### src/verilog/pipe_pkg.sv
// shared types for a 32-bit five-stage core; exception causes are full words and zero means none.
`default_nettype none

package pipe_pkg;

	typedef logic [31:0] word_t;
	typedef logic [4:0] reg_addr_t;

	localparam word_t nop_inst = 32'h0000_0013; // addi x0, x0, 0.

	typedef enum logic [3:0] {
		alu_add = 4'd0,
		alu_sub,
		alu_and,
		alu_or,
		alu_xor,
		alu_sll,
		alu_srl,
		alu_sra,
		alu_slt,
		alu_sltu,
		alu_mul
	} alu_op_e;

	typedef enum logic [2:0] {
		branch_none = 3'd0,
		branch_eq,
		branch_ne,
		branch_lt,
		branch_ge
	} branch_e;

	typedef enum logic [31:0] {
		exc_none = 32'd0,
		exc_itlb_miss = 32'd1,
		exc_dtlb_miss = 32'd2,
		exc_illegal = 32'd3,
		exc_ecall = 32'd4
	} exc_e;

	// cause is a plain word, ecall parks its result there.
	typedef struct packed {
		word_t cause;
		word_t addr;
		word_t epc;
	} exc_rec_t;

	typedef struct packed {
		alu_op_e alu_op;
		reg_addr_t rd;
		logic reg_write;
		logic mem_to_reg;
		logic mem_we;
		branch_e branch;
		logic is_jump;
		logic is_byte;
		logic is_ecall;
	} ctrl_t;

	localparam ctrl_t ctrl_idle = '{
		alu_op: alu_add,
		rd: 5'd0,
		reg_write: 1'b0,
		mem_to_reg: 1'b0,
		mem_we: 1'b0,
		branch: branch_none,
		is_jump: 1'b0,
		is_byte: 1'b0,
		is_ecall: 1'b0
	};

	typedef struct packed {
		word_t pc;
		word_t inst;
		logic psw;
		logic is_flush;
	} fd_t;

	typedef struct packed {
		word_t pc;
		word_t reg_a;
		word_t reg_b;
		word_t immed;
		ctrl_t ctrl;
		logic psw;
		logic is_flush;
	} dx_t;

	typedef struct packed {
		word_t pc;
		word_t result;
		word_t reg_b; // store data.
		reg_addr_t rd;
		logic reg_write;
		logic mem_to_reg;
		logic mem_we;
		logic is_byte;
		logic is_ecall;
		logic psw;
		logic is_flush;
	} xm_t;

	typedef struct packed {
		reg_addr_t rd;
		word_t result;
		word_t mem_data;
		logic reg_write;
		logic mem_to_reg;
		logic is_flush;
	} mw_t;

	// an older record wins, a new one only inherits the epc.
	function automatic exc_rec_t forward_exc(exc_rec_t rec_in, exc_e exc);
		exc_rec_t rec;
		if (rec_in.cause != '0) begin
			rec = rec_in;
		end else begin
			rec.cause = exc;
			rec.addr = '0;
			rec.epc = rec_in.epc;
		end
		return rec;
	endfunction

endpackage

`default_nettype wire

### src/verilog/decode_latch.sv
// decode/execute latch; a load-use hazard clears control only, operands stay for the replay.
`default_nettype none

module decode_latch #(
	parameter pipe_pkg::word_t pc_initial = 32'h0000_1000
) (
	input logic clk,
	input logic reset,
	input logic flush,
	input logic stall,
	input logic hazard,
	input pipe_pkg::exc_e exc,
	input pipe_pkg::dx_t slot_in,
	input pipe_pkg::exc_rec_t rec_in,
	output pipe_pkg::dx_t slot,
	output pipe_pkg::exc_rec_t rec
);

	localparam pipe_pkg::dx_t dx_idle = '{
		pc: pc_initial,
		reg_a: 32'd0,
		reg_b: 32'd0,
		immed: 32'd0,
		ctrl: pipe_pkg::ctrl_idle,
		psw: 1'b0,
		is_flush: 1'b0
	};

	always_ff @(posedge clk) begin
		if (reset) begin
			slot <= dx_idle;
			rec <= '0;
		end else if (flush) begin
			slot <= dx_idle;
			slot.is_flush <= 1'b1;
			rec <= '0;
		end else if (exc != pipe_pkg::exc_none) begin
			slot <= dx_idle;
			rec <= pipe_pkg::forward_exc(rec_in, exc);
		end else if (!stall) begin
			if (hazard) begin
				// bubble.
				slot.ctrl <= pipe_pkg::ctrl_idle;
			end else begin
				slot <= slot_in;
			end
			rec <= rec_in;
		end
	end

endmodule

`default_nettype wire

### src/verilog/execute_latch.sv
// execute/memory latch; exceptions follow the same forward-or-start rule as the decode latch.
`default_nettype none

module execute_latch #(
	parameter pipe_pkg::word_t pc_initial = 32'h0000_1000
) (
	input logic clk,
	input logic reset,
	input logic flush,
	input logic stall,
	input pipe_pkg::exc_e exc,
	input pipe_pkg::xm_t slot_in,
	input pipe_pkg::exc_rec_t rec_in,
	output pipe_pkg::xm_t slot,
	output pipe_pkg::exc_rec_t rec
);

	localparam pipe_pkg::xm_t xm_idle = '{
		pc: pc_initial,
		result: 32'd0,
		reg_b: 32'd0,
		rd: 5'd0,
		reg_write: 1'b0,
		mem_to_reg: 1'b0,
		mem_we: 1'b0,
		is_byte: 1'b0,
		is_ecall: 1'b0,
		psw: 1'b0,
		is_flush: 1'b0
	};

	always_ff @(posedge clk) begin
		if (reset) begin
			slot <= xm_idle;
			rec <= '0;
		end else if (flush) begin
			slot <= xm_idle;
			slot.is_flush <= 1'b1;
			rec <= '0;
		end else if (exc != pipe_pkg::exc_none) begin
			slot <= xm_idle; // no store may leave a faulting slot.
			rec <= pipe_pkg::forward_exc(rec_in, exc);
		end else if (!stall) begin
			slot <= slot_in;
			rec <= rec_in;
		end
	end

endmodule

`default_nettype wire

### src/verilog/fetch_latch.sv
// fetch/decode latch; flush beats exception beats stall, and an icache miss only swaps in a no-op.
`default_nettype none

module fetch_latch #(
	parameter pipe_pkg::word_t pc_initial = 32'h0000_1000
) (
	input logic clk,
	input logic reset,
	input logic flush,
	input logic stall,
	input logic icache_stall,
	input pipe_pkg::exc_e exc,
	input pipe_pkg::fd_t slot_in,
	output pipe_pkg::fd_t slot,
	output pipe_pkg::exc_rec_t rec
);

	localparam pipe_pkg::fd_t fd_idle = '{
		pc: pc_initial,
		inst: pipe_pkg::nop_inst,
		psw: 1'b0,
		is_flush: 1'b0
	};

	always_ff @(posedge clk) begin
		if (reset) begin
			slot <= fd_idle;
			rec <= '0;
		end else if (flush) begin
			slot <= fd_idle;
			slot.is_flush <= 1'b1;
			rec <= '0;
		end else if (exc != pipe_pkg::exc_none) begin
			slot <= fd_idle;
			slot.psw <= slot_in.psw; // handler needs the mode of the faulting fetch.
			rec <= '{cause: exc, addr: slot_in.pc, epc: slot_in.pc};
		end else if (!stall) begin
			if (icache_stall) begin
				slot.inst <= pipe_pkg::nop_inst; // pc holds until the line arrives.
			end else begin
				slot <= slot_in;
				rec <= '0;
			end
		end
	end

endmodule

`default_nettype wire

### src/verilog/pipe_latches.sv
// the four pipeline latches of the core; the datapath stages sit outside and drive every slot input.
`default_nettype none

module pipe_latches #(
	parameter pipe_pkg::word_t pc_initial = 32'h0000_1000
) (
	input logic clk,
	input logic reset,
	input logic flush,
	input logic stall,
	input logic icache_stall,
	input logic hazard,
	input pipe_pkg::fd_t fd_in,
	input pipe_pkg::dx_t dx_in,
	input pipe_pkg::xm_t xm_in,
	input pipe_pkg::mw_t mw_in,
	input pipe_pkg::exc_e fd_exc,
	input pipe_pkg::exc_e dx_exc,
	input pipe_pkg::exc_e xm_exc,
	input pipe_pkg::exc_e mw_exc,
	input pipe_pkg::word_t mem_addr,
	output pipe_pkg::fd_t fd_out,
	output pipe_pkg::dx_t dx_out,
	output pipe_pkg::xm_t xm_out,
	output pipe_pkg::mw_t mw_out,
	output pipe_pkg::exc_rec_t fd_rec,
	output pipe_pkg::exc_rec_t dx_rec,
	output pipe_pkg::exc_rec_t xm_rec,
	output pipe_pkg::exc_rec_t mw_rec
);

	fetch_latch #(.pc_initial(pc_initial)) i_fetch_latch (
		.clk(clk),
		.reset(reset),
		.flush(flush),
		.stall(stall),
		.icache_stall(icache_stall),
		.exc(fd_exc),
		.slot_in(fd_in),
		.slot(fd_out),
		.rec(fd_rec)
	);

	decode_latch #(.pc_initial(pc_initial)) i_decode_latch (
		.clk(clk),
		.reset(reset),
		.flush(flush),
		.stall(stall),
		.hazard(hazard),
		.exc(dx_exc),
		.slot_in(dx_in),
		.rec_in(fd_rec),
		.slot(dx_out),
		.rec(dx_rec)
	);

	execute_latch #(.pc_initial(pc_initial)) i_execute_latch (
		.clk(clk),
		.reset(reset),
		.flush(flush),
		.stall(stall),
		.exc(xm_exc),
		.slot_in(xm_in),
		.rec_in(dx_rec),
		.slot(xm_out),
		.rec(xm_rec)
	);

	writeback_latch #(.pc_initial(pc_initial)) i_writeback_latch (
		.clk(clk),
		.reset(reset),
		.flush(flush),
		.stall(stall),
		.is_ecall(xm_in.is_ecall), // ecall flag rides beside the memory slot.
		.exc(mw_exc),
		.mem_addr(mem_addr),
		.slot_in(mw_in),
		.rec_in(xm_rec),
		.slot(mw_out),
		.rec(mw_rec)
	);

endmodule

`default_nettype wire

### src/verilog/writeback_latch.sv
// memory/writeback latch; only TLB-miss records reach the handler, ecall assumes 4-byte instructions.
`default_nettype none

module writeback_latch #(
	parameter pipe_pkg::word_t pc_initial = 32'h0000_1000
) (
	input logic clk,
	input logic reset,
	input logic flush,
	input logic stall,
	input logic is_ecall,
	input pipe_pkg::exc_e exc,
	input pipe_pkg::word_t mem_addr,
	input pipe_pkg::mw_t slot_in,
	input pipe_pkg::exc_rec_t rec_in,
	output pipe_pkg::mw_t slot,
	output pipe_pkg::exc_rec_t rec
);

	localparam pipe_pkg::mw_t mw_idle = '{
		rd: 5'd0,
		result: 32'd0,
		mem_data: 32'd0,
		reg_write: 1'b0,
		mem_to_reg: 1'b0,
		is_flush: 1'b0
	};

	always_ff @(posedge clk) begin
		if (reset) begin
			slot <= mw_idle;
			rec <= '0;
		end else if (flush) begin
			slot <= mw_idle;
			slot.is_flush <= 1'b1;
			rec <= '0;
		end else if (exc != pipe_pkg::exc_none) begin
			slot <= mw_idle;
			if (rec_in.cause != '0) begin
				if (rec_in.cause == pipe_pkg::exc_itlb_miss) begin
					rec <= rec_in;
				end else begin
					rec <= '0;
				end
			end else if (exc == pipe_pkg::exc_itlb_miss || exc == pipe_pkg::exc_dtlb_miss) begin
				rec <= '{cause: exc, addr: mem_addr, epc: rec_in.epc}; // faulting data address.
			end else begin
				rec <= '0;
			end
		end else if (!stall) begin
			slot <= slot_in;
			if (is_ecall) begin
				// return past the call, result goes out in the cause word.
				rec <= '{cause: slot_in.result, addr: rec_in.addr, epc: rec_in.epc + 32'd4};
			end else begin
				rec <= rec_in;
			end
		end
	end

endmodule

`default_nettype wire
### config.mk
export PLATFORM = sky130hd
export DESIGN_NAME = pipe_latches
export DESIGN_NICKNAME = d
export VERILOG_FILES = /design/src/verilog/pipe_pkg.sv /design/src/verilog/decode_latch.sv /design/src/verilog/execute_latch.sv /design/src/verilog/fetch_latch.sv /design/src/verilog/pipe_latches.sv /design/src/verilog/writeback_latch.sv
export SDC_FILE = /design/constraint.sdc
export NUM_CORES = 1
export LEC_CHECK = 0
export ABC_AREA = 1
export BUFFER_PORTS_ARGS = -buffer_cell sky130_fd_sc_hd__buf_4
export CAP_MARGIN = 30
export CORE_AREA = 10 10 512 514
export CTS_BUF_LIST = sky130_fd_sc_hd__clkbuf_16
export DETAILED_ROUTE_END_ITERATION = 8
export DIE_AREA = 0 0 522 524
export GPL_TIMING_DRIVEN = 0
export MAX_ROUTING_LAYER = met4
export PLACE_DENSITY_LB_ADDON = 0.12
export REMOVE_ABC_BUFFERS = 1
export SYNTH_ARGS = -nofsm -noshare
export SYNTH_HDL_FRONTEND = slang
export SYNTH_HIERARCHICAL = 1
export SYNTH_SLANG_ARGS = --single-unit
### constraint.sdc
create_clock -name clk -period 1.4 [get_ports clk]
set_input_delay 0.28 -clock clk [delete_from_list [all_inputs] [get_ports clk]]
set_output_delay 0.28 -clock clk [all_outputs]
set_load 0.01 [all_outputs]
=== Yosys cells after proc, flatten, opt, wreduce, memory -nomap -nowiden ===
Index checks and enable logic that the tools add are counted.

* Flip-flop bits (word level): 778
* Bits in latches: 0
* Memory bits (writable): 0
* Memory bits (read-only): 0
* Bits of input ports: 560
* Output and inout bits: 778
* Memories kept: 0

* $add $sub $neg: 1
* $mul: 0
* Divide/modulo/power cells: 0
* Order comparisons: 0
* Equality and inequality tests: 14
* Shift-type cells: 0
* Multiplexer cells: 31
* Bitwise logic cells: 3
* Reductions and logical operators: 18

{| class="wikitable"
|+ Operators by type and width
! cell !! number
|-
| two-way mux 96 bit || 15
|-
| nonzero test 32 bit || 7
|-
| equality test 32 x 1 -> 1 bit, second input constant || 2
|-
| adder 32 x 3 -> 32 bit, second input constant || 1
|-
| equality test 32 x 2 -> 1 bit, second input constant || 1
|-
| two-way mux 32 bit || 1
|-
| two-way mux 18 bit || 1
|-
| inequality test 3 x 2 -> 1 bit, second input constant || 6
|-
| OR reduction 3 bit || 4
|-
| two-way mux 1 bit || 11
|-
| inequality test 2 x 1 -> 1 bit, second input constant || 5
|-
| AND reduction 2 bit || 5
|-
| two-way mux 2 bit || 3
|-
| NOT 1 bit || 3
|-
| OR reduction 2 bit || 1
|-
| logical OR 1 bit || 1
|}

=== Longest topological paths before layout ===
* Depth after elaboration: 5
* Depth in mapped cells: 12

=== Cells and area by module ===
The synthesis kept the hierarchy.

{| class="wikitable"
|+ By module, submodules not included
! module !! instances !! cells each !! area each (um2) !! sequential area each (um2)
|-
| decode_latch || 1 || 1361 || 9895.7 || 4884.7
|-
| writeback_latch || 1 || 1336 || 8560.7 || 3363.2
|-
| execute_latch || 1 || 1194 || 8325.5 || 4083.9
|-
| fetch_latch || 1 || 607 || 5123.7 || 2602.5
|}

=== Least setup slack after synthesis ===
Ideal clock, no wire load.

* Path kind: register to register
* Start: register i_execute_latch/rec[7] (netlist bit)
* End: register i_writeback_latch/rec[29] (netlist bit)
* Setup time: 0.109 ns
* Arrival: 1.431 ns
* Required time: 1.291 ns
* Path slack: -0.140 ns
* Stages on the path, launching flop included: 10
* Cells stage by stage: dfxtp_1 -> nand2_1 -> nor2_1 -> nand2_1 -> nor3_1 -> nand3_1 -> nand3_1 -> nand3_1 -> nand2_1 -> inv_1

* Cells in the longest elaborated chain, start to end: 4

{| class="wikitable"
|+ RTL lines
! element !! RTL line !! text
|-
| start, declared || execute_latch.sv:15 || <nowiki>output pipe_pkg::exc_rec_t rec</nowiki>
|-
| start signal, assigned || execute_latch.sv:42 || <nowiki>rec <= pipe_pkg::forward_exc(rec_in, exc);</nowiki>
|-
| start signal, assigned || execute_latch.sv:45 || <nowiki>rec <= rec_in;</nowiki>
|-
| adder 32 x 3 -> 32 bit || writeback_latch.sv:54 || <nowiki>rec <= '{cause: slot_in.result, addr: rec_in.addr, epc: rec_in.epc + 32'd4};</nowiki>
|-
| two-way mux 96 bit || writeback_latch.sv:52 || <nowiki>if (is_ecall) begin</nowiki>
|-
| two-way mux 96 bit || writeback_latch.sv:50 || <nowiki>end else if (!stall) begin</nowiki>
|-
| two-way mux 96 bit || writeback_latch.sv:37 || <nowiki>end else if (exc != pipe_pkg::exc_none) begin</nowiki>
|-
| end signal, assigned || writeback_latch.sv:41 || <nowiki>rec <= rec_in;</nowiki>
|-
| end signal, assigned || writeback_latch.sv:54 ||
|-
| end signal, assigned || writeback_latch.sv:56 || <nowiki>rec <= rec_in;</nowiki>
|-
| end, declared || writeback_latch.sv:17 || <nowiki>output pipe_pkg::exc_rec_t rec</nowiki>
|}

Every way passes these cells. The select of a mux whose other input is x is not followed.
A chain may end at the register's enable or synchronous reset.

=== Worst setup path after layout ===
* Start: register i_execute_latch/rec[95] (netlist bit)
* End: register i_writeback_latch/rec[37] (netlist bit)

* Cells in the longest elaborated chain, start to end: 4

{| class="wikitable"
|+ RTL lines
! element !! RTL line !! text
|-
| equality test 32 x 1 -> 1 bit || writeback_latch.sv:40 || <nowiki>if (rec_in.cause == pipe_pkg::exc_itlb_miss) begin</nowiki>
|-
| two-way mux 96 bit || writeback_latch.sv:40 ||
|-
| two-way mux 96 bit (*) || writeback_latch.sv:39 || <nowiki>if (rec_in.cause != '0) begin</nowiki>
|-
| two-way mux 96 bit (*) || writeback_latch.sv:37 ||
|-
| end signal, assigned || writeback_latch.sv:41 ||
|-
| end signal, assigned || writeback_latch.sv:46 || <nowiki>rec <= '{cause: exc, addr: mem_addr, epc: rec_in.epc};</nowiki>
|-
| end signal, assigned || writeback_latch.sv:54 ||
|}

Every way passes the cells marked *; elsewhere a longest branch is shown, timed or not.

==> impl_results.md <==
- Outcome: finished, violations left
- Failing checks: setup timing
- Fmax achieved: 531 MHz
- Clk root buf: clkbuf_16
- Post-DRT Antenna Nets: 0
- Setup WS post-layout: -482 ps
- RD Place Congestion: 0.788
- Drt via density: 3.92
- Synth cell types: 37
- CP max stage cell: dfxtp_4
- Clock tree buffer depth: 3
- Core ar.: 251000 um2
- CTS tree: yes
- Vias in the first global route: 38200
- HPWL Detailed: 173 mm
- Synth area leader: dfxtp_1
- Post-Route WL: 261 mm
- Clock sink count: 746
- Die height: 524 um
- Adder-Cell Fraction of Synth Area: 0.000392
- Die width: 522 um
- Max Cap Violations: 0
- Area after DPL: 46000 um2
- Least-Margin Pin Slew: 900 ps
- Commonest cells after routing, fill and taps aside: 961 x nand2_1, 778 x buf_6, 778 x buf_4, 551 x dfxtp_2, 547 x dlygate4sd3_1
- Post-synthesis simple-gate area fraction: 0.308
- Syn Std Cell Area: 31900 um2
- Total Routing Usage GR: 0.174
- Initial Util: 0.127
- Synth Instances: 4498
- Worst-path cell chain: nor2_4, nand2_2, nor2_4, nand2_4, nor2_4, buf_12, nand4_1, nand3_1, nand2_1, inv_1
- CTS buffer count: 108
- Most common cell after layout, fill and taps aside: nand2_1
- Setup total negative slack: -137480 ps
- Design area: 65700 um2
- Largest net degree at the start of global routing: 123
- Initial antenna violation count: 55
- Crit Path Max Fanout: 5
- Tot Pwr: 56.2 mW
- Post-synthesis sequential area ratio: 0.468
- Share of layout cells above drive strength 1: 0.478
- Nets: 7098
- # rows: 184
- RSZ-0062 raised after global routing: yes
- Setup Viol. Count Final: 1033
- CP arrival: 2590 ps
- Worst Setup End Kind: register
- CP Class: reg -> reg
- Tmin final: 1880 ps
- Crit path largest cell delay: 370 ps
- Die ar.: 274000 um2
- DRC: 0
- Avg Cell Area, Syn: 7.09 um2
- Routed WL per cell: 26.1 um
- Largest family of logic cells by synthesized area: simple AND/OR/NAND/NOR gates
- Number of I/O pins: 1338
- CP Data Required Time: 2110 ps
- Most frequent CP cell: nor2_4
- Buffers on Ports: 1337
- Setup Skew: 72.2 ps
- Slew Limit Fails: 0
- Static Leak: 27.4 nW
- Setup crit start kind: register
- Worst ir drop on vdd: 0.931 mV
- 1st-iter DRT viols: 2075
- Hold Path Class: in -> reg
- Total of warnings raised by yosys: 6
- Post-synthesis mux area share: 0.000667
- Post-Synth XOR/XNOR Area: 0.00165
- Top-area cell type share of the netlist area: 0.468
- Tcrit/Tclk final: 1.34
- Yosys reg bits: 746
- Worst reg2reg setup slack: -480 ps
- Final Hold Viols: 0
- Clock transition at path regs: 60 ps
- H-tree depth: 3
- Clock latency on the worst-skew pair: 790 ps
- Pwr/cell area: 854 nW/um2
- Compound-cell area share of the yosys netlist: 0.130
- Via Count: 39300
- Total grt overflow: 0
- P&R area growth vs syn: 106%
- 1st-pass router iterations: 5
- Global-route wire length before repair: 329 mm
- Synth area leaders: dfxtp_1 47%, nand2_1 13%, nor2_1 7.7%, a21oi_1 7.2%, nand3_1 4.2%
- Slew headroom: 0.398
[Yosys cell counts]
cell       number
o21bai_1        2
o21a_1          1
nand2_1      1143
nor3_1          7
or2_0           1
nor2_4          4
o2111ai_1      25
xor2_1          3
or2_2          23
nand2_2         3
buf_4          39
nand3b_1      139
a21oi_1       456
nand3_1       265
o21ai_0       232
mux2i_1         1
nand4_1        20
buf_8           3
mux2_2          1
nor2_2          3
xnor2_1         3
buf_2          85
nor3_2          1
dfxtp_1       746
inv_1         320
buf_1          26
a21oi_2         8
buf_6          14
nor2_1        652
ha_1            1
clkbuf_1      180
nand3_2        31
inv_2           8
o211ai_1        1
o21ai_1         1
o22ai_1         3
a22oi_1        47
[where the power goes]
group          switching [mW]  internal (mW)
clock                    11.9           14.5
sequential              0.325           21.2
combinational            4.22           4.07
[critical path, delay by kind of cell, from the launching register on]
family,cells,cell delay (ps)
buffers and inverters,2,210
AND/OR/NAND/NOR,8,1200
flip-flops,1,370
[kinds of logic (layout without fill, tap and decap cells)]
| logic type | after synthesis | count (layout) |
|---|---|---|
| AO/OA/AOI/OAI | 776 | 776 |
| XOR/XNOR | 6 | 6 |
| adder cells (fa/ha/maj) | 1 | 1 |
| buffers and inverters | 675 | 2784 |
| flip-flops | 746 | 746 |
| multiplexers | 2 | 2 |
| other | 0 | 40 |
| AND/OR/NAND/NOR | 2292 | 2302 |
[through the flow]
step / util / setup slack (ps) / cells / hold WS (ps)
floorplan: - / -5720 / 4151 / 352
global placement: 0.177 / -25420 / 8836 / 446
detailed placement: 0.183 / -2190 / 8897 / 451
CTS: 0.229 / -519 / 9723 / -16.9
global route: 0.262 / -539 / 9994 / 25.1
finish: 0.262 / -482 / 10000 / 55.2
[registers in the layout (all words and copies together) (netlist names)]
name / count
i_writeback_latch/rec: 96
i_fetch_latch/slot: 66
i_execute_latch/rec: 96
i_decode_latch/slot: 148
i_writeback_latch/slot: 72
i_fetch_latch/rec: 64
i_execute_latch/slot: 108
i_decode_latch/rec: 96
[repair_timing]
action | 4_1_cts | 5_1_grt
buffers inserted | 59 | 205
pin swaps | 127 | 210
gates cloned | 29 | 45
endpoints found under the setup margin | 1520 | 1364
hold endpoints to repair | 602 | 0
gates resized for setup | 485 | 1980
hold buffers | 548 | 0
[worst paths after layout]
path | start | endpoint | cells past startpoint
max | i_execute_latch/rec[95]$_SDFFE_PP0P_ | i_writeback_latch/rec[37]$_SDFFE_PP0P_ | 10
min | hazard | i_decode_latch/slot[98]$_SDFFE_PP0P_ | 5
max reg2reg | i_execute_latch/rec[95]$_SDFFE_PP0P_ | i_writeback_latch/rec[37]$_SDFFE_PP0P_ | 10
min reg2reg | i_execute_latch/slot[90]$_SDFFE_PP0N_ | i_execute_latch/slot[90]$_SDFFE_PP0N_ | 2
[layer usage]
layer,global-route usage,up-vias,share of wire
li1,-,18600,-
met1,0.208,19000,0.42
met2,0.293,1313,0.48
met3,0.0436,311,0.063
met4,0.0452,0,0.034
met5,-,-,0
[cell type report]
cell class	count	area, um2
Sequential cell	746	16300
Inverter	328	1330
Tap cell	3348	4190
Timing Repair inverter	1	20.0
Fill cell	27400	185000
Multi-Input combinational cell	3087	16700
Timing Repair Buffer	2265	23800
Antenna cell	40	100
Clock inverter	82	543
Clock buffer	108	2700
Power figures use the tool's default switching activity.
